`src/rtl/cbus_pkg.sv`:
```
package cbus_pkg;

    // byte address and data word widths, same on the cache bus and on AXI
    localparam int ADDR_WIDTH = 32;
    localparam int DATA_WIDTH = 32;

    // low address bits that select a byte inside one data word
    localparam int BYTE_OFFSET_BITS = $clog2(DATA_WIDTH / 8);

    // a cache-bus transfer moves 2**order words, so 1 to 128 words
    localparam int CBUS_ORDER_BITS = 3;

    // beat count minus one on the cache side
    localparam int CBUS_LEN_BITS = 7;

    // AXI len field, longest burst is 16 beats
    localparam int AXI_LEN_BITS = 4;

    // upper part of the cache-side count, number of extra bursts
    localparam int ROUND_BITS = CBUS_LEN_BITS - AXI_LEN_BITS;

    // burst type used by the bridge and the RAM alike
    // set selects wrap bursts, clear selects incr bursts
    localparam logic AXI_BURST_WRAP = 1'b1;

    // on-chip RAM depth in words
    // address bits above this depth are ignored by the RAM
    localparam int RAM_WORDS = 1024;
    localparam int RAM_ADDR_BITS = $clog2(RAM_WORDS);

endpackage

```
`src/rtl/cbus_to_axi.sv`:
```
`timescale 1ns/1ns

module cbus_to_axi (
    input  logic clk,
    input  logic resetn,
    // granted cache-bus request
    input  logic req_valid,
    input  logic req_is_write,
    input  logic [cbus_pkg::ADDR_WIDTH-1:0] req_addr,
    input  logic [cbus_pkg::CBUS_ORDER_BITS-1:0] req_order,
    input  logic [cbus_pkg::DATA_WIDTH-1:0] req_wdata,
    output logic resp_okay,
    output logic resp_last,
    output logic [cbus_pkg::DATA_WIDTH-1:0] resp_rdata,
    // AXI4 master, write address
    output logic awvalid,
    input  logic awready,
    output logic [cbus_pkg::ADDR_WIDTH-1:0] awaddr,
    output logic [cbus_pkg::AXI_LEN_BITS-1:0] awlen,
    // write data and response
    output logic wvalid,
    input  logic wready,
    output logic [cbus_pkg::DATA_WIDTH-1:0] wdata,
    output logic wlast,
    input  logic bvalid,
    output logic bready,
    // read address and data
    output logic arvalid,
    input  logic arready,
    output logic [cbus_pkg::ADDR_WIDTH-1:0] araddr,
    output logic [cbus_pkg::AXI_LEN_BITS-1:0] arlen,
    input  logic rvalid,
    output logic rready,
    input  logic [cbus_pkg::DATA_WIDTH-1:0] rdata,
    input  logic rlast
);
    import cbus_pkg::*;

    typedef enum logic [1:0] {
        st_idle,
        st_transfer,
        st_request,
        st_waiting
    } state_t;

    state_t state;

    logic [AXI_LEN_BITS-1:0] axi_len;
    logic [ROUND_BITS-1:0] num_round;
    logic [ADDR_WIDTH-1:0] addr_step;
    logic [ADDR_WIDTH-1:0] burst_addr;
    logic [ADDR_WIDTH-1:0] current_addr;
    logic [ROUND_BITS-1:0] round_cnt;
    logic [AXI_LEN_BITS-1:0] len_cnt;
    logic addr_phase;
    logic addr_fire;
    logic w_fire;
    logic r_fire;
    logic b_fire;
    logic data_fire;
    logic is_last;
    logic burst_end;
    logic is_final;

    // beats minus one split into the burst len (low field) and the
    // number of bursts after the first (high field)
    // order 7 wraps to all ones
    assign {num_round, axi_len} =
        (CBUS_LEN_BITS'(1) << req_order) - CBUS_LEN_BITS'(1);

    // byte distance from one burst start to the next
    assign addr_step = (ADDR_WIDTH'(axi_len) + ADDR_WIDTH'(1)) << BYTE_OFFSET_BITS;

    // first burst comes straight from the request, later ones from the register
    assign burst_addr = (state == st_idle) ? req_addr : current_addr;
    assign addr_phase = (state == st_idle && req_valid) || state == st_request;

    assign awvalid = addr_phase && req_is_write;
    assign awaddr  = burst_addr;
    assign awlen   = axi_len;
    assign arvalid = addr_phase && !req_is_write;
    assign araddr  = burst_addr;
    assign arlen   = axi_len;

    assign wvalid = state == st_transfer && req_is_write;
    assign wdata  = req_wdata;
    assign wlast  = is_last;
    assign rready = state == st_transfer && !req_is_write;
    assign bready = state == st_waiting;

    assign addr_fire = (awvalid && awready) || (arvalid && arready);
    assign w_fire    = wvalid && wready;
    assign r_fire    = rvalid && rready;
    assign b_fire    = bvalid && bready;
    assign data_fire = w_fire || r_fire;

    // reads end a burst on rlast, writes on the local beat count
    assign is_last   = len_cnt == '0;
    assign burst_end = req_is_write ? is_last : rlast;
    assign is_final  = burst_end && round_cnt == '0;

    // the final write beat of a burst is confirmed by B, not by W
    assign resp_okay  = (req_is_write && is_last) ? b_fire : data_fire;
    assign resp_last  = is_final && (req_is_write ? b_fire : r_fire);
    assign resp_rdata = rdata;

    always_ff @(posedge clk) begin
        if (resetn) begin
            state     <= st_idle;
            round_cnt <= '0;
            len_cnt   <= '0;
        end else begin
            case (state)
                st_idle: begin
                    if (addr_fire) begin
                        state     <= st_transfer;
                        round_cnt <= num_round;
                        len_cnt   <= axi_len;
                    end
                end
                st_transfer: begin
                    if (data_fire) begin
                        if (req_is_write && burst_end) begin
                            state <= st_waiting;
                        end else if (is_final) begin
                            state <= st_idle;
                        end else if (burst_end) begin
                            state <= st_request;
                        end else begin
                            len_cnt <= len_cnt - 1'b1;
                        end
                    end
                end
                st_request: begin
                    if (addr_fire) begin
                        state     <= st_transfer;
                        round_cnt <= round_cnt - 1'b1;
                        len_cnt   <= axi_len;
                    end
                end
                st_waiting: begin
                    if (b_fire) begin
                        state <= (round_cnt == '0) ? st_idle : st_request;
                    end
                end
                default: state <= st_idle;
            endcase
        end
    end

    // next burst start is ready before the request state needs it
    always_ff @(posedge clk) begin
        if (addr_fire) begin
            current_addr <= burst_addr + addr_step;
        end
    end

    assert property (@(posedge clk) disable iff (resetn) !(awvalid && arvalid))
        else $error("AW and AR valid in the same cycle");

    // data phase follows the address handshake while the RAM serves that burst
    assert property (@(posedge clk) disable iff (resetn)
        addr_fire |=> !awvalid && !arvalid && !awready && !arready)
        else $error("address valid or RAM still idle during the data phase");

endmodule

```
`config.mk`:
```
export PLATFORM = sky130hd
export DESIGN_NAME = cbus_to_axi
export DESIGN_NICKNAME = d
export VERILOG_FILES = /design/src/rtl/cbus_pkg.sv /design/src/rtl/cbus_to_axi.sv
export SDC_FILE = /design/constraint.sdc
export NUM_CORES = 1
export LEC_CHECK = 0
export BUFFER_PORTS_ARGS = -buffer_cell sky130_fd_sc_hd__buf_2
export CAP_MARGIN = 20
export CORE_ASPECT_RATIO = 0.9
export CORE_UTILIZATION = 40
export CTS_BUF_LIST = sky130_fd_sc_hd__clkbuf_8 sky130_fd_sc_hd__clkbuf_16
export DETAILED_ROUTE_END_ITERATION = 6
export PLACE_DENSITY_LB_ADDON = 0.3
export SLEW_MARGIN = 20
export SYNTH_ARGS = -nofsm -noshare
export SYNTH_HDL_FRONTEND = slang
export SYNTH_SLANG_ARGS = --single-unit
```
`constraint.sdc`:
```
create_clock -name clk -period 8.7 [get_ports clk]
set_input_delay 0.435 -clock clk [delete_from_list [all_inputs] [get_ports clk]]
set_output_delay 0.435 -clock clk [all_outputs]
set_load 0.01 [all_outputs]
```
==> flow_metrics.tcl <==
set metrics [dict create \
    status "finished clean" \
    finClkSkew_ps 11.8 \
    routed-wl-met2_mm 4.19 \
    core-area_sq_um 9080 \
    post_cts_buffers 0 \
    start_util_pct 41.0 \
    slew_violations 0 \
    critPathCaptureType "register" \
    ctsHtreeMaxLevel 2 \
    cpPeakStageDelay_ps 710 \
    gr-total-overflow 0 \
    hold_ws_ps 431 \
    p_int_mw 0.484 \
    crit_type "reg2reg" \
    fin_cells 580 \
    maxCapViolCount 0 \
    fin_crit_sh_pct 41.8 \
    pwr-share-comb_pct 41.2 \
    num_vias 2968 \
    placed_cells 572 \
    hold_start "resetn" \
    start_kind "register" \
    r2r_slack_ps 5060 \
    wl_met1_mm 3.98 \
    dpl.hpwl_mm 6.77 \
    hold_depth 2 \
    r2r_start "state[0]" \
    cp_top_family "simple AND/OR/NAND/NOR gates" \
    rows 33 \
    antenna_found_initial 0 \
    cts.clk_slew.worst_paths_ps 80 \
    r2r_cells 11 \
    hold_buffers 0 \
    die_area_sq_um 9710 \
    yosysUniqueCellTypes 57 \
    area_growth_pct 2.99 \
    dr_wl_met3_um 618 \
    peakVddDrop_uv 96.0 \
    setup_viol 0 \
    fin_area_sq_um 3840 \
    max_freq_ghz 0.275 \
    synth-seq-cells 41 \
    hp-class "in2reg" \
    path_cells "buf_4 > nor2_2 > buf_4 > nand2_1 > nand2_1 > ha_1 > nand2_1 > o21ai_0 > nand2_1 > nor3_1 > xor2_1" \
    drc 0 \
    async_reset_ff_share_pct 0 \
    pwr-share-clk_pct 24.4 \
    fin_nets 575 \
    diodes 0 \
    cts-buffers-inserted 5 \
    seq_power_share_pct 34.4 \
    firstDrtPassIters 4 \
    min_to "len_cnt[1]" \
    grt_max_degree 45 \
    leakage_nw 1.78 \
    highest_layer "met4" \
    routabilityCongestion 0.806 \
    grt_pass1_vias 2668 \
    switching_power_mw 0.279 \
    slowest_stage "dfxtp_1" \
    clock_latency_ps 300 \
    clkSinkCount 41 \
    drive_above_1_share_pct 32.3 \
    finalHoldViolations 0 \
    synth_edf_count 32 \
    worstPathRequired_ps 8740 \
    fp.dieH_um 93.6 \
    path_buf_inv 2 \
    tightest_slew_ps 856 \
    ctsRootBufferMaster "clkbuf_8" \
    setup_tns_ps 0 \
    die_x_um 104 \
    synth_top_area_share_pct 25.8 \
    p_sw_share_pct 36.5 \
    yosys_warnings 0 \
    fin_util_pct 42.2 \
    min_period_ps 3640 \
    critical_path.most_common_cell "nand2_1" \
    wl_per_cell_um 15.4 \
    synth_top_area_cell "edfxtp_1" \
    yosys-top-cells-count "buf_4, nand2_1, edfxtp_1, nor2_1, inv_1" \
    syn_area_sq_um 3730 \
    arrival_ps 3680 \
    postSynthCellCount 441 \
    max_slew_margin_pct 42.1 \
    ys.flop_type "edfxtp_1" \
    syn_area_per_cell_sq_um 8.45 \
    track_usage_pct 18.0 \
    seq_area_frac_synth_pct 30.6 \
    place_area_sq_um 3700 \
    first_iter_violations 125 \
    grt_pass1_wl_mm 13.8 \
    critPathMaxFanout 29 \
    io_pins 253 \
    post-place-ws_ps 5090 \
    rsz0062_at_grt "false" \
    power_density_nw_per_um2 199 \
    cts_resized 0 \
    viasPerCell 5.12 \
    fin_total_pwr_mw 0.763 \
    yosysMostFrequentCell "buf_4" \
    clock_tree.buffer_depth 2 \
    port-buffer-count 124 \
    cts_tree "done" \
    setup_ws_ps 5060 \
    antenna_left 0 \
    r2r_end "current_addr[16]" \
    synth_nets 559 \
    synth.area.top_cells "edfxtp_1, buf_4, nand2_1" \
    drt_wl_total_mm 8.94 \
]
## final cells by class
type / count / area [sq um]
fill: 970 / 5250
multi-input combinational: 260 / 1680
sequential: 41 / 1140
timing repair buffer: 128 / 651
tap: 122 / 153
inverter: 21 / 78.8
clock buffer: 5 / 68.8
clock inverter: 3 / 65.1
## placed cells by master (no fill, tap or decap), drive strengths merged, types with 4 or more instances in the layout
cell      n
buf     128
nand2    70
edfxtp   32
nor2     24
inv      21
o21ai    14
mux2i    13
a21oi    13
xor2     13
xnor2    13
o211ai   10
nor3      9
dfxtp     9
ha        8
nand3     7
clkbuf    5
or4bb     4
nand2b    4
a22oi     4
## how the worst max path moves through the flow
stage / from / to / slack (ps) / depth (start not counted)
5_1_grt: state[0] / current_addr[26] / 4750 / 11
4_1_cts: state[0] / current_addr[16] / 5080 / 11
6_report: state[0] / current_addr[16] / 5060 / 11
2_1_floorplan: state[0] / current_addr[22] / 5460 / 13
3_5_place_dp: state[0] / current_addr[22] / 5090 / 11
3_3_place_gp: state[0] / current_addr[16] / 5290 / 12
## layer usage
metal / vias to the layer above / track usage (%)
met2: 152 / 29.6
li1: 1439 / -
met3: 24 / 3.41
met4: 0 / 5.95
met5: - / 0
met1: 1353 / 23.8
## registers in the layout, summed over array words and instances (netlist names)
name          flops
state             2
len_cnt           4
current_addr     32
round_cnt         3
## logic make-up (layout without fill, tap and decap cells)
group	after synthesis	in the layout	share of synthesized area, %
XOR/XNOR	26	26	6.11
adder cells (fa/ha/maj)	9	9	3.22
buffers and inverters	140	157	24.5
AND/OR/NAND/NOR	147	147	20.0
flip-flops	41	41	30.6
multiplexers	15	15	4.10
AO/OA/AOI/OAI	63	63	11.4
## power by group through the flow
stage / clock, mW / sequential, mW / combinational [mW]
4_1_cts: 0.188 / 0.262 / 0.317
5_1_grt: 0.195 / 0.266 / 0.350
3_5_place_dp: 0 / 0.266 / 0.317
3_3_place_gp: 0 / 0.266 / 0.312
6_report: 0.186 / 0.262 / 0.314
2_1_floorplan: 0 / 0.260 / 0.278
Power figures use the tool's default switching activity.
