<file path="src/rtl/cbus_pkg.sv">
package cbus_pkg;

    // byte address and data word widths, same on the cache bus and on AXI
    localparam int ADDR_WIDTH = 32;
    localparam int DATA_WIDTH = 32;

    // low address bits that select a byte inside one data word
    localparam int BYTE_OFFSET_BITS = $clog2(DATA_WIDTH / 8);

    // a cache-bus transfer moves 2**order words, so 1 to 128 words
    localparam int CBUS_ORDER_BITS = 3;

    // beat count minus one on the cache side
    localparam int CBUS_LEN_BITS = 7;

    // AXI len field, longest burst is 16 beats
    localparam int AXI_LEN_BITS = 4;

    // upper part of the cache-side count, number of extra bursts
    localparam int ROUND_BITS = CBUS_LEN_BITS - AXI_LEN_BITS;

    // burst type used by the bridge and the RAM alike
    // set selects wrap bursts, clear selects incr bursts
    localparam logic AXI_BURST_WRAP = 1'b1;

    // on-chip RAM depth in words
    // address bits above this depth are ignored by the RAM
    localparam int RAM_WORDS = 1024;
    localparam int RAM_ADDR_BITS = $clog2(RAM_WORDS);

endpackage

</file>
<file path="src/rtl/cbus_arbiter.sv">
`timescale 1ns/1ns

module cbus_arbiter (
    input  logic clk,
    input  logic resetn,
    // instruction-cache port, reads only
    input  logic i_valid,
    input  logic [cbus_pkg::ADDR_WIDTH-1:0] i_addr,
    input  logic [cbus_pkg::CBUS_ORDER_BITS-1:0] i_order,
    output logic i_okay,
    output logic i_last,
    output logic [cbus_pkg::DATA_WIDTH-1:0] i_rdata,
    // data-cache port
    input  logic d_valid,
    input  logic d_is_write,
    input  logic [cbus_pkg::ADDR_WIDTH-1:0] d_addr,
    input  logic [cbus_pkg::CBUS_ORDER_BITS-1:0] d_order,
    input  logic [cbus_pkg::DATA_WIDTH-1:0] d_wdata,
    output logic d_okay,
    output logic d_last,
    output logic [cbus_pkg::DATA_WIDTH-1:0] d_rdata,
    // granted request toward the bridge
    output logic req_valid,
    output logic req_is_write,
    output logic [cbus_pkg::ADDR_WIDTH-1:0] req_addr,
    output logic [cbus_pkg::CBUS_ORDER_BITS-1:0] req_order,
    output logic [cbus_pkg::DATA_WIDTH-1:0] req_wdata,
    input  logic resp_okay,
    input  logic resp_last,
    input  logic [cbus_pkg::DATA_WIDTH-1:0] resp_rdata
);
    import cbus_pkg::*;

    // owner, prio and sel use 0 for the i port and 1 for the d port
    logic busy;
    logic owner;
    logic prio;
    logic sel;

    // a held grant wins, otherwise prio breaks a tie
    always_comb begin
        if (busy) begin
            sel = owner;
        end else if (i_valid && d_valid) begin
            sel = prio;
        end else begin
            sel = d_valid;
        end
    end

    assign req_valid    = sel ? d_valid : i_valid;
    assign req_is_write = sel ? d_is_write : 1'b0;
    assign req_addr     = sel ? d_addr : i_addr;
    assign req_order    = sel ? d_order : i_order;
    assign req_wdata    = sel ? d_wdata : '0;

    // responses only reach the port that holds the bus
    assign i_okay  = resp_okay && !sel;
    assign i_last  = resp_last && !sel;
    assign i_rdata = sel ? '0 : resp_rdata;
    assign d_okay  = resp_okay && sel;
    assign d_last  = resp_last && sel;
    assign d_rdata = sel ? resp_rdata : '0;

    always_ff @(posedge clk) begin
        if (resetn) begin
            busy  <= 1'b0;
            owner <= 1'b0;
            prio  <= 1'b0;
        end else if (resp_last) begin
            // hand priority to the other port for the next tie
            busy <= 1'b0;
            prio <= ~sel;
        end else if (req_valid && !busy) begin
            busy  <= 1'b1;
            owner <= sel;
        end
    end

    // the bus stays with one master that holds its request until its last beat
    assert property (@(posedge clk) disable iff (resetn)
        busy && !resp_last |=> busy && req_valid && owner == $past(owner))
        else $error("arbiter owner changed or dropped its request during a transfer");

endmodule

</file>
<file path="config.mk">
export PLATFORM = sky130hd
export DESIGN_NAME = cbus_arbiter
export DESIGN_NICKNAME = d
export VERILOG_FILES = /design/src/rtl/cbus_pkg.sv /design/src/rtl/cbus_arbiter.sv
export SDC_FILE = /design/constraint.sdc
export NUM_CORES = 1
export LEC_CHECK = 0
export ABC_CLOCK_PERIOD_IN_PS = 1550
export BUFFER_PORTS_ARGS = -buffer_cell sky130_fd_sc_hd__buf_2
export CORE_AREA = 5 5 106 108
export DETAILED_ROUTE_END_ITERATION = 16
export DIE_AREA = 0 0 111 113
export PLACE_DENSITY = 0.49
export RECOVER_POWER = 25
export SLEW_MARGIN = 40
export SYNTH_ARGS = -nofsm -noshare
export SYNTH_HDL_FRONTEND = slang
export SYNTH_SLANG_ARGS = --single-unit
</file>
<file path="constraint.sdc">
create_clock -name clk -period 1.55 [get_ports clk]
set_clock_uncertainty 0.15 [all_clocks]
set_input_delay 0 -clock clk [delete_from_list [all_inputs] [get_ports clk]]
set_output_delay 0 -clock clk [all_outputs]
set_load 0.01 [all_outputs]
</file>
==> results.py, run 1 <==
metrics = {
    "placement": {
        "place_inst": 579,
        "dp_slack_ns": -0.000686,
        "place_area_um2": 3020,
        "placement.io_buffers": 277,
        "gp_routability_congestion": 0.863,
        "hpwl_um": 7460,
    },
    "critical_path": {
        "r2r-end": "prio",
        "worstSetupStartpointType": "register",
        "critical_path.max_fanout": 28,
        "critical_path.reg2reg.startpoint": "prio",
        "critical_path.endpoint_type": "output port",
        "r2r_slack_ns": 0.03,
        "critPathRequiredTime_ns": 1.40,
        "worstRegToRegCells": 7,
        "path_class": "register to output port",
        "worstPathArrival_ns": 1.62,
    },
    "yosys": {
        "syn-mean-instance-area_um2": 8.38,
        "ys_ff_latch": 3,
        "yosysTopAreaCellShare_pct": 44.3,
        "syn_nets": 311,
        "netlist_instances": 170,
        "yosysSeqAreaShare_pct": 4.21,
        "synth.cell_area_um2": 1430,
        "ys_warn_count": 0,
        "synth_cell_types": 18,
        "netlist_top_cells_area": "sky130_fd_sc_hd__and2_1, sky130_fd_sc_hd__mux2_4, sky130_fd_sc_hd__dfxtp_1",
        "synth_top_cell_by_area": "sky130_fd_sc_hd__and2_1",
    },
    "final_layout": {
        "num-nets-final": 607,
        "filler_cell_count": 1027,
        "finish.cell_count_without_fillers": 601,
        "final_core_util_pct": 40.9,
        "final-seq-area_um2": 61.3,
        "layout-area-overhead-vs-synth_pct": 191,
        "num_antenna_cells": 0,
        "post_route_cells_drive_above_1_share_pct": 87.3,
        "multi_input_area_um2": 1440,
        "post-route-cell-area_um2": 4150,
    },
    "floorplanning": {
        "fp.dieH_um": 113,
        "fp.dieW_um": 111,
        "die-area_um2": 12500,
        "floorplan.initialDensity_pct": 14.1,
        "floorplan.io_pins": 278,
        "fp.coreArea_um2": 10100,
        "rows": 37,
    },
    "cts": {
        "numCtsBuffers": 3,
        "ctsHtreeMaxLevel": 1,
        "clk_root_buffer_cell": "sky130_fd_sc_hd__clkbuf_8",
        "worst_skew_pair.late_latency_ns": 0.22,
        "clk_path_buf_depth": 2,
        "numClockSinks": 3,
        "cts_tree": "yes",
        "worst_setup_hold_path_clk_slew_ns": 0.04,
    },
    "global_route": {
        "grt_pass1_wl_um": 12400,
        "grt_util_met2_pct": 23.6,
        "first_global_vias": 2353,
        "grtUsageMet3_pct": 3.58,
        "groute.usage.overall_pct": 12.0,
        "grt-ovfl-total": 0,
        "busiest_layer": "met2",
        "antenna_violations_before_repair": 0,
        "grt_start_max_net_pins": 47,
        "globalRouteMet1Util_pct": 12.4,
    },
    "detailed_routing": {
        "avgViaCountPerCell": 4.00,
        "first_iter_violations": 96,
        "drt_wl_total_um": 9990,
        "drt-wirelength-per-cell_um": 16.6,
        "post-route-drc-count": 0,
        "num_vias": 2402,
        "detail_route.first_pass.iterations": 6,
        "drtAntennaViolNets": 0,
    },
    "run_status": {
        "run_status": "complete, but fails checks",
        "violations": "negative setup slack",
    },
    "timing": {
        "layout_worst_path_cycle_share_pct": 114,
        "tightestPinTransition_ns": 0.211,
        "max-slew-margin-rel_pct": 85.9,
        "rsz0062_at_grt": "true",
        "final_max_slew_viol_count": 0,
        "final.hold.worst_slack_ns": 0.00763,
        "fin_ws_ns": -0.221,
        "maxClockFrequency_mhz": 565,
        "finalHoldViolations": 0,
        "finalSetupTns_ns": -19.82,
        "final.min_clock_period_ns": 1.77,
        "setup_viol_count_final": 136,
    },
    "min_path": {
        "worst_min_delay_path_class": "input pin to register",
        "min_path_cells": 3,
        "min_from": "i_valid",
        "hold_end": "busy",
    },
    "power": {
        "vdd.ir_drop.worst_mv": 0.198,
        "design_power_total_mw": 1.88,
        "power.density_nw_per_um2": 453,
        "total_leakage_power_nw": 2.30,
    },
    "job": {
        "max_cap_viol_count": 0,
    },
}
-- cell families after synthesis --
group | after synthesis | synth area share (%)
DFF | 3 | 4.21
buffers and inverters | 14 | 6.58
and+or+nand+nor | 111 | 48.2
muxes | 36 | 37.6
AOI/OAI and AO/OA | 6 | 3.42
-- worst max-delay path, stage by stage (launching register included) --
cell and delay (ns):
sky130_fd_sc_hd__dfxtp_2 0.31, sky130_fd_sc_hd__and2b_4 0.24, sky130_fd_sc_hd__o21a_4 0.16, sky130_fd_sc_hd__buf_12 0.22, sky130_fd_sc_hd__mux2_4 0.33, sky130_fd_sc_hd__buf_6 0.12
-- layout make-up --
cell class                      instances  area share (%)
Timing Repair Buffer                  305            58.5
Multi-Input combinational cell        153            34.8
Clock buffer                            4            1.09
Tap cell                              136            4.10
Sequential cell                         3            1.48
-- power breakdown --
part           switching [mW]  internal [mW]  leakage [nW]
Sequential            0.00347         0.0835        0.0251
Clock                  0.0610          0.176        0.0228
Combinational           0.594          0.961          2.25
-- synthesized netlist by cell type (all sizes together) --
library cell	count
a21oi	2
a311oi	1
and2	101
and2b	1
buf	5
clkbuf	9
dfxtp	3
mux2	35
mux2i	1
nand2	2
nand2b	2
nor2	2
nor3	2
o21a	1
o21ai	1
o22ai	1
or2b	1
-- layout by cell type (no fill, tap or decap) --
cell type,netlist,routed
sky130_fd_sc_hd__a21oi_1,2,2
sky130_fd_sc_hd__a311oi_1,1,1
sky130_fd_sc_hd__and2_1,101,38
sky130_fd_sc_hd__and2_4,0,63
sky130_fd_sc_hd__and2b_4,1,1
sky130_fd_sc_hd__buf_12,0,5
sky130_fd_sc_hd__buf_2,0,178
sky130_fd_sc_hd__buf_4,0,6
sky130_fd_sc_hd__buf_6,5,101
sky130_fd_sc_hd__buf_8,0,4
sky130_fd_sc_hd__clkbuf_1,6,2
sky130_fd_sc_hd__clkbuf_16,0,6
sky130_fd_sc_hd__clkbuf_8,0,3
sky130_fd_sc_hd__dfxtp_1,3,2
sky130_fd_sc_hd__dfxtp_2,0,1
sky130_fd_sc_hd__dlygate4sd3_1,0,4
sky130_fd_sc_hd__mux2_4,35,35
sky130_fd_sc_hd__mux2i_1,1,1
sky130_fd_sc_hd__nand2_1,2,2
sky130_fd_sc_hd__nand2b_1,2,1
sky130_fd_sc_hd__nand2b_4,0,1
sky130_fd_sc_hd__nor2_1,2,2
sky130_fd_sc_hd__nor3_1,2,2
sky130_fd_sc_hd__o21a_4,1,1
sky130_fd_sc_hd__o21ai_4,0,1
sky130_fd_sc_hd__o22ai_1,1,1
sky130_fd_sc_hd__or2b_1,1,1
-- sequential cells by signal, summed over array words and instances (netlist names) --
register,flops
owner,1
prio,1
busy,1
-- repair_timing --
action                                  in CTS  in global routing
endpoints found under the setup margin     136                136
gates resized for setup                     35                140
hold endpoints to repair                     3                  0
hold buffers                                 4                  0
cloned                                       0                 10
pin swaps                                    0                 42
buffers inserted                             0                  4
-- worst max-delay path by stage --
stage	from	end	slack (ns)	cells past startpoint
after floorplan	prio	d_rdata[10]	0.20	5
after global placement	prio	req_addr[8]	0.01	5
after detailed placement	prio	req_addr[8]	-0.0007	5
after CTS	prio	req_addr[8]	-0.23	5
after global routing	prio	req_addr[17]	-0.26	5
final	prio	req_addr[17]	-0.22	5
-- metal layers --
| metal | share of wire, % | up-vias |
|---|---|---|
| met3 | 8.0 | 6 |
| li1 | - | 1141 |
| met1 | 37 | 1111 |
| met4 | 0.90 | 0 |
| met2 | 54 | 144 |
| met5 | 0 | - |
(Power assumes the default switching activity.)
==> run 2: changes to the inputs <==
--- a/config.mk
+++ b/config.mk
@@ -8,9 +8,10 @@
 export ABC_CLOCK_PERIOD_IN_PS = 1550
 export BUFFER_PORTS_ARGS = -buffer_cell sky130_fd_sc_hd__buf_2
 export CORE_AREA = 5 5 106 108
+export CTS_BUF_LIST = sky130_fd_sc_hd__clkbuf_4 sky130_fd_sc_hd__clkbuf_8 sky130_fd_sc_hd__clkbuf_16
 export DETAILED_ROUTE_END_ITERATION = 16
 export DIE_AREA = 0 0 111 113
-export PLACE_DENSITY = 0.49
+export PLACE_DENSITY_LB_ADDON = 0.12
 export RECOVER_POWER = 25
 export SLEW_MARGIN = 40
 export SYNTH_ARGS = -nofsm -noshare
==> run 2 against run 1 <==
The flow still finishes with violations (negative setup slack). Hold slack improved by 0.13 ns. Worst setup slack improved by 0.026 ns. Register-to-register slack got worse by 0.06 ns. Die area unchanged. Utilization decreased by 2.7 points. Power decreased by 5.6%. Combinational power decreased by 8%. Largest cell class unchanged. Highest routed layer unchanged.
==> results.py, run 2 (same netlist as run 1, synthesis figures left out) <==
metrics = {
    "timing": {
        "final_max_slew_viol_count": 0,
        "tightestPinTransition_ns": 0.315,
        "setup_viol_count_final": 131,
        "layout_worst_path_cycle_share_pct": 113,
        "fin_ws_ns": -0.196,
        "finalHoldViolations": 0,
        "final.min_clock_period_ns": 1.75,
        "rsz0062_at_grt": "true",
        "max-slew-margin-rel_pct": 79.0,
        "maxClockFrequency_mhz": 573,
    },
    "min_path": {
        "hold_end": "req_wdata[14]",
        "min_path_cells": 3,
        "min_from": "d_wdata[14]",
        "worst_min_delay_path_class": "input pin to output port",
    },
    "global_route": {
        "groute.usage.overall_pct": 11.0,
        "grt-ovfl-total": 0,
        "antenna_violations_before_repair": 0,
        "first_global_vias": 2343,
        "grt_pass1_wl_um": 11400,
        "grt_start_max_net_pins": 69,
    },
    "critical_path": {
        "worstPathArrival_ns": 1.60,
        "critical_path.max_fanout": 8,
        "path_class": "register to output port",
        "critical-path-slowest-cell": "sky130_fd_sc_hd__dfxtp_2",
        "timing.critical_path.depth": 7,
        "crit_chain": "and2b_4 > buf_4 > o21ai_4 > buf_12 > clkbuf_16 > and2_1 > buf_2",
        "critical_path.reg2reg.startpoint": "prio",
        "r2r-end": "prio",
        "critical-path-max-stage-delay_ns": 0.31,
        "critical_path.endpoint_type": "output port",
        "r2r_slack_ns": -0.03,
        "buffering_stage_count_on_the_worst_path_with_inverters_included": 4,
        "worstRegToRegCells": 7,
        "cp_top_family": "buffers and inverters",
        "critPathRequiredTime_ns": 1.40,
        "worstSetupStartpointType": "register",
    },
    "floorplanning": {
        "die-area_um2": 12500,
        "floorplan.initialDensity_pct": 14.1,
        "fp.dieW_um": 111,
        "fp.dieH_um": 113,
        "fp.coreArea_um2": 10100,
        "floorplan.io_pins": 278,
        "rows": 37,
    },
    "placement": {
        "placement.io_buffers": 277,
        "hpwl_um": 6540,
        "gp_routability_congestion": 0.804,
        "dp_slack_ns": 0.0462,
        "place_area_um2": 3010,
    },
    "power": {
        "power.share.sequential_pct": 4.9,
        "power.density_nw_per_um2": 457,
        "design_power_total_mw": 1.77,
        "vdd.ir_drop.worst_mv": 0.171,
        "power.combinational.fraction_pct": 81.2,
        "p_int_mw": 1.16,
        "power_switching_mw": 0.618,
        "total_leakage_power_nw": 2.24,
        "power.share.clock_pct": 13.9,
        "switching_share_pct": 34.8,
    },
    "run_status": {
        "run_status": "complete, but fails checks",
        "violations": "negative setup slack",
    },
    "final_layout": {
        "num_antenna_cells": 0,
        "num-nets-final": 608,
        "layout.cells.most_common": "sky130_fd_sc_hd__buf_2",
        "reg.largest.list": "busy x1, owner x1, prio x1",
        "post_route_cells_drive_above_1_share_pct": 81.1,
        "post-route-cell-area_um2": 3880,
        "final_core_util_pct": 38.3,
        "commonest_non_fill_non_tap_cells_in_the_layout": "sky130_fd_sc_hd__buf_2, sky130_fd_sc_hd__buf_6, sky130_fd_sc_hd__and2_1",
        "layout-area-overhead-vs-synth_pct": 172,
    },
    "detailed_routing": {
        "avgViaCountPerCell": 3.95,
        "drt-wirelength-per-cell_um": 15.1,
        "num_vias": 2375,
        "drtAntennaViolNets": 0,
        "detail_route.first_pass.iterations": 4,
        "post-route-drc-count": 0,
        "drt_wl_total_um": 9080,
        "first_iter_violations": 44,
    },
    "cts": {
        "worst_setup_hold_path_clk_slew_ns": 0.03,
        "numClockSinks": 3,
        "ctsHtreeMaxLevel": 1,
        "worst_skew_pair.late_latency_ns": 0.22,
        "clk_root_buffer_cell": "sky130_fd_sc_hd__clkbuf_8",
        "cts_tree": "yes",
        "clk_path_buf_depth": 2,
        "numCtsBuffers": 3,
    },
    "job": {
        "max_cap_viol_count": 0,
    },
}
-- run 2: cell count changes in the layout (fill, tap and decap cells not counted), sizes merged --
cell         change
buf              +1
dlygate4sd3      +1
clkbuf           -1
-- run 2: power groups by stage --
stage                     registers [mW]  logic [mW]  clock network, mW
after floorplan                   0.0876       0.552                  0
after global placement            0.0867        1.06                  0
after detailed placement          0.0868        1.06                  0
after CTS                         0.0863        1.19              0.250
after global routing              0.0876        1.55              0.258
final                             0.0866        1.44              0.246
-- run 2: final cells by class --
type	count	area (um2)
fill	1032	6260
timing repair buffer	306	2220
clock buffer	4	48.8
multi-input combinational	153	1370
tap	136	170
sequential	3	61.3
-- run 2: per-stage QoR --
stage | hold WS [ns] | std cells | setup TNS [ns]
after CTS | 0.133 | 587 | -16.51
after global placement | 0.0643 | 578 | 0
after global routing | 0.151 | 602 | -28.50
after floorplan | -0.0779 | 170 | 0
final | 0.135 | 602 | -19.44
after detailed placement | 0.0654 | 578 | 0
-- run 2: worst max-delay path by stage --
stage               startpoint            end  slack [ns]
finish                    prio  req_wdata[29]       -0.20
global route              prio  req_wdata[29]       -0.25
CTS                       prio   req_addr[26]       -0.18
detailed placement        prio   req_addr[26]        0.05
global placement          prio   req_addr[26]        0.05
floorplan                 prio    d_rdata[10]        0.20
-- run 2: worst reg2reg max path, delay by kind of cell, from the launching register on --
family                 cells  cell delay (ns)
buffers and inverters      4             0.59
and+or+nand+nor            1             0.18
DFF                        1             0.31
AOI/OAI and AO/OA          2             0.23
-- run 2: routing by layer --
layer,up-vias,share of wire [%],GRT usage (%)
met3,4,9.3,2.99
met4,0,0.87,1.97
met1,1069,34,9.72
li1,1142,-,-
met2,160,56,24.2
met5,-,0,0
-- run 2: timing repair --
action | CTS | global route
resized for setup | 39 | 71
endpoints found under the setup margin | 136 | 137
cloned | 0 | 10
buffers inserted | 0 | 5
endpoints found under the hold margin | 3 | 0
hold buffers | 5 | 0
pin swaps | 5 | 22
==> run 3: changes to the inputs <==
--- a/config.mk
+++ b/config.mk
@@ -5,12 +5,12 @@
 export SDC_FILE = /design/constraint.sdc
 export NUM_CORES = 1
 export LEC_CHECK = 0
-export ABC_CLOCK_PERIOD_IN_PS = 1550
+export ABC_CLOCK_PERIOD_IN_PS = 1600
 export BUFFER_PORTS_ARGS = -buffer_cell sky130_fd_sc_hd__buf_2
-export CORE_AREA = 5 5 106 108
+export CORE_AREA = 5 5 103 105
 export CTS_BUF_LIST = sky130_fd_sc_hd__clkbuf_4 sky130_fd_sc_hd__clkbuf_8 sky130_fd_sc_hd__clkbuf_16
 export DETAILED_ROUTE_END_ITERATION = 16
-export DIE_AREA = 0 0 111 113
+export DIE_AREA = 0 0 108 110
 export PLACE_DENSITY_LB_ADDON = 0.12
 export RECOVER_POWER = 25
 export SLEW_MARGIN = 40
==> constraint.sdc (replaced) <==
create_clock -name clk -period 1.6 [get_ports clk]
set_clock_uncertainty 0.15 [all_clocks]
set_input_delay 0 -clock clk [delete_from_list [all_inputs] [get_ports clk]]
set_output_delay 0 -clock clk [all_outputs]
set_load 0.01 [all_outputs]
==> run 3 against run 2 <==
The run still ends with negative setup slack left. Critical path type unchanged. Utilization shrank 2.8 points. Sequential share of layout area is 0.23 points higher. Die area is 5.3% lower.
==> results.py, run 3 (same netlist as run 1, synthesis figures left out) <==
metrics = {
    "cts": {
        "worst_skew_pair.late_latency_ns": 0.22,
        "numClockSinks": 3,
        "clk_path_buf_depth": 2,
        "numCtsBuffers": 3,
        "clk_root_buffer_cell": "sky130_fd_sc_hd__clkbuf_8",
        "worst_setup_hold_path_clk_slew_ns": 0.03,
        "cts_tree": "yes",
        "ctsHtreeMaxLevel": 1,
    },
    "critical_path": {
        "worstSetupStartpointType": "register",
        "worstRegToRegCells": 4,
        "critical_path.reg2reg.startpoint": "busy",
        "buffering_stage_count_on_the_worst_path_with_inverters_included": 2,
        "worstPathArrival_ns": 1.61,
        "path_class": "register to output port",
        "timing.critical_path.depth": 5,
        "cp_top_family": "multiplexers",
        "critical-path-slowest-cell": "sky130_fd_sc_hd__mux2_4",
        "critPathRequiredTime_ns": 1.45,
        "r2r-end": "busy",
        "r2r_slack_ns": 0.09,
        "crit_chain": "and2b_4 > o21a_4 > buf_12 > mux2_4 > buf_6",
        "critical_path.endpoint_type": "output port",
        "critical_path.max_fanout": 15,
        "critical-path-max-stage-delay_ns": 0.32,
    },
    "global_route": {
        "antenna_violations_before_repair": 0,
        "grt_pass1_wl_um": 10700,
        "first_global_vias": 2246,
        "grt-ovfl-total": 0,
        "groute.usage.overall_pct": 11.1,
        "grt_start_max_net_pins": 30,
    },
    "timing": {
        "tightestPinTransition_ns": 0.238,
        "finalHoldViolations": 0,
        "maxClockFrequency_mhz": 569,
        "max-slew-margin-rel_pct": 84.1,
        "fin_ws_ns": -0.157,
        "layout_worst_path_cycle_share_pct": 110,
        "final_max_slew_viol_count": 0,
        "final.min_clock_period_ns": 1.76,
        "rsz0062_at_grt": "true",
        "final.hold.worst_slack_ns": 0.135,
        "setup_viol_count_final": 50,
    },
    "min_path": {
        "worst_min_delay_path_class": "input pin to output port",
        "min_path_cells": 3,
        "hold_end": "req_wdata[5]",
        "min_from": "d_wdata[5]",
    },
    "run_status": {
        "run_status": "complete, but fails checks",
        "violations": "negative setup slack",
    },
    "detailed_routing": {
        "num_vias": 2245,
        "drtAntennaViolNets": 0,
        "post-route-drc-count": 0,
        "drt-wirelength-per-cell_um": 13.3,
        "drt_wl_total_um": 7780,
        "first_iter_violations": 49,
        "avgViaCountPerCell": 3.82,
        "detail_route.first_pass.iterations": 2,
    },
    "power": {
        "total_leakage_power_nw": 2.05,
        "vdd.ir_drop.worst_mv": 0.253,
        "power.density_nw_per_um2": 436,
    },
    "floorplanning": {
        "fp.dieW_um": 108,
        "rows": 36,
        "floorplan.io_pins": 278,
        "floorplan.initialDensity_pct": 14.9,
        "die-area_um2": 11900,
        "fp.dieH_um": 110,
        "fp.coreArea_um2": 9550,
    },
    "final_layout": {
        "layout.cells.most_common": "sky130_fd_sc_hd__buf_2",
        "reg.largest.list": "busy x1, owner x1, prio x1",
        "post_route_cells_drive_above_1_share_pct": 73.3,
        "num-nets-final": 596,
        "commonest_non_fill_non_tap_cells_in_the_layout": "sky130_fd_sc_hd__buf_2, sky130_fd_sc_hd__and2_1, sky130_fd_sc_hd__buf_6",
        "final_core_util_pct": 35.4,
        "layout-area-overhead-vs-synth_pct": 137,
        "post-route-cell-area_um2": 3380,
        "num_antenna_cells": 0,
    },
    "placement": {
        "gp_routability_congestion": 0.696,
        "placement.io_buffers": 277,
        "hpwl_um": 6500,
        "dp_slack_ns": 0.0594,
        "place_area_um2": 2970,
    },
    "job": {
        "max_cap_viol_count": 0,
    },
}
==> run 3: cell types whose count changed in the layout (fill, tap and decap cells not counted), sizes merged <==
cell         delta
buf            -10
clkbuf          -3
dlygate4sd3     +1
==> run 3: cell type report <==
cell class	count	area [um2]
clock buffers	4	48.8
repair buffers	294	1820
fillers	1046	6160
flip-flops and latches	3	61.3
well taps	133	166
multi-input cells	153	1290
==> run 3: worst register-to-register path, cell delays in order, from the launching register on <==
cell and delay, ns:
sky130_fd_sc_hd__dfxtp_1 0.32, sky130_fd_sc_hd__buf_4 0.15, sky130_fd_sc_hd__nor3_2 0.16, sky130_fd_sc_hd__nor3_1 0.06, sky130_fd_sc_hd__dlygate4sd3_1 0.56
==> run 3: power by group <==
| part | leakage (nW) | internal [mW] | total, mW | switching (mW) |
|---|---|---|---|---|
| registers | 0.0251 | 0.0810 | 0.0846 | 0.00354 |
| clock network | 0.0262 | 0.187 | 0.241 | 0.0535 |
| logic | 2.00 | 0.678 | 1.15 | 0.473 |
| total | 2.05 | 0.946 | 1.48 | 0.530 |
==> run 3: through the flow <==
| step | TNS, ns | cells | power (mW) |
|---|---|---|---|
| 4_1_cts | -6.31 | 584 | 1.46 |
| 3_3_place_gp | 0 | 574 | 1.08 |
| 6_report | -6.34 | 587 | 1.48 |
| 2_1_floorplan | 0 | 170 | 0.620 |
| 3_5_place_dp | 0 | 574 | 1.09 |
| 5_1_grt | -13.45 | 587 | 1.59 |
==> run 3: what timing repair did <==
item	CTS	global route
hold endpoints to repair	3	0
hold buffers	6	0
endpoints found under the setup margin	80	136
cloned	0	2
resized for setup	37	6
pin swaps	0	1
setup buffers	0	1
==> run 3: metal layers <==
metal | track usage, % | share of wire (%) | up-vias | routed length (um)
li1 | - | - | 1114 | -
met1 | 10.2 | 31 | 981 | 2390
met2 | 22.7 | 56 | 146 | 4320
met3 | 5.13 | 13 | 4 | 1030
met4 | 1.62 | 0.46 | 0 | 36
met5 | 0 | 0 | - | 0
==> run 3: worst max path at each step <==
stage | startpoint | to | slack [ns]
after global placement | prio | req_addr[9] | 0.08
after CTS | prio | req_addr[11] | -0.17
after detailed placement | prio | req_addr[11] | 0.06
final | prio | req_addr[11] | -0.16
after global routing | prio | req_addr[11] | -0.21
after floorplan | prio | d_rdata[10] | 0.25
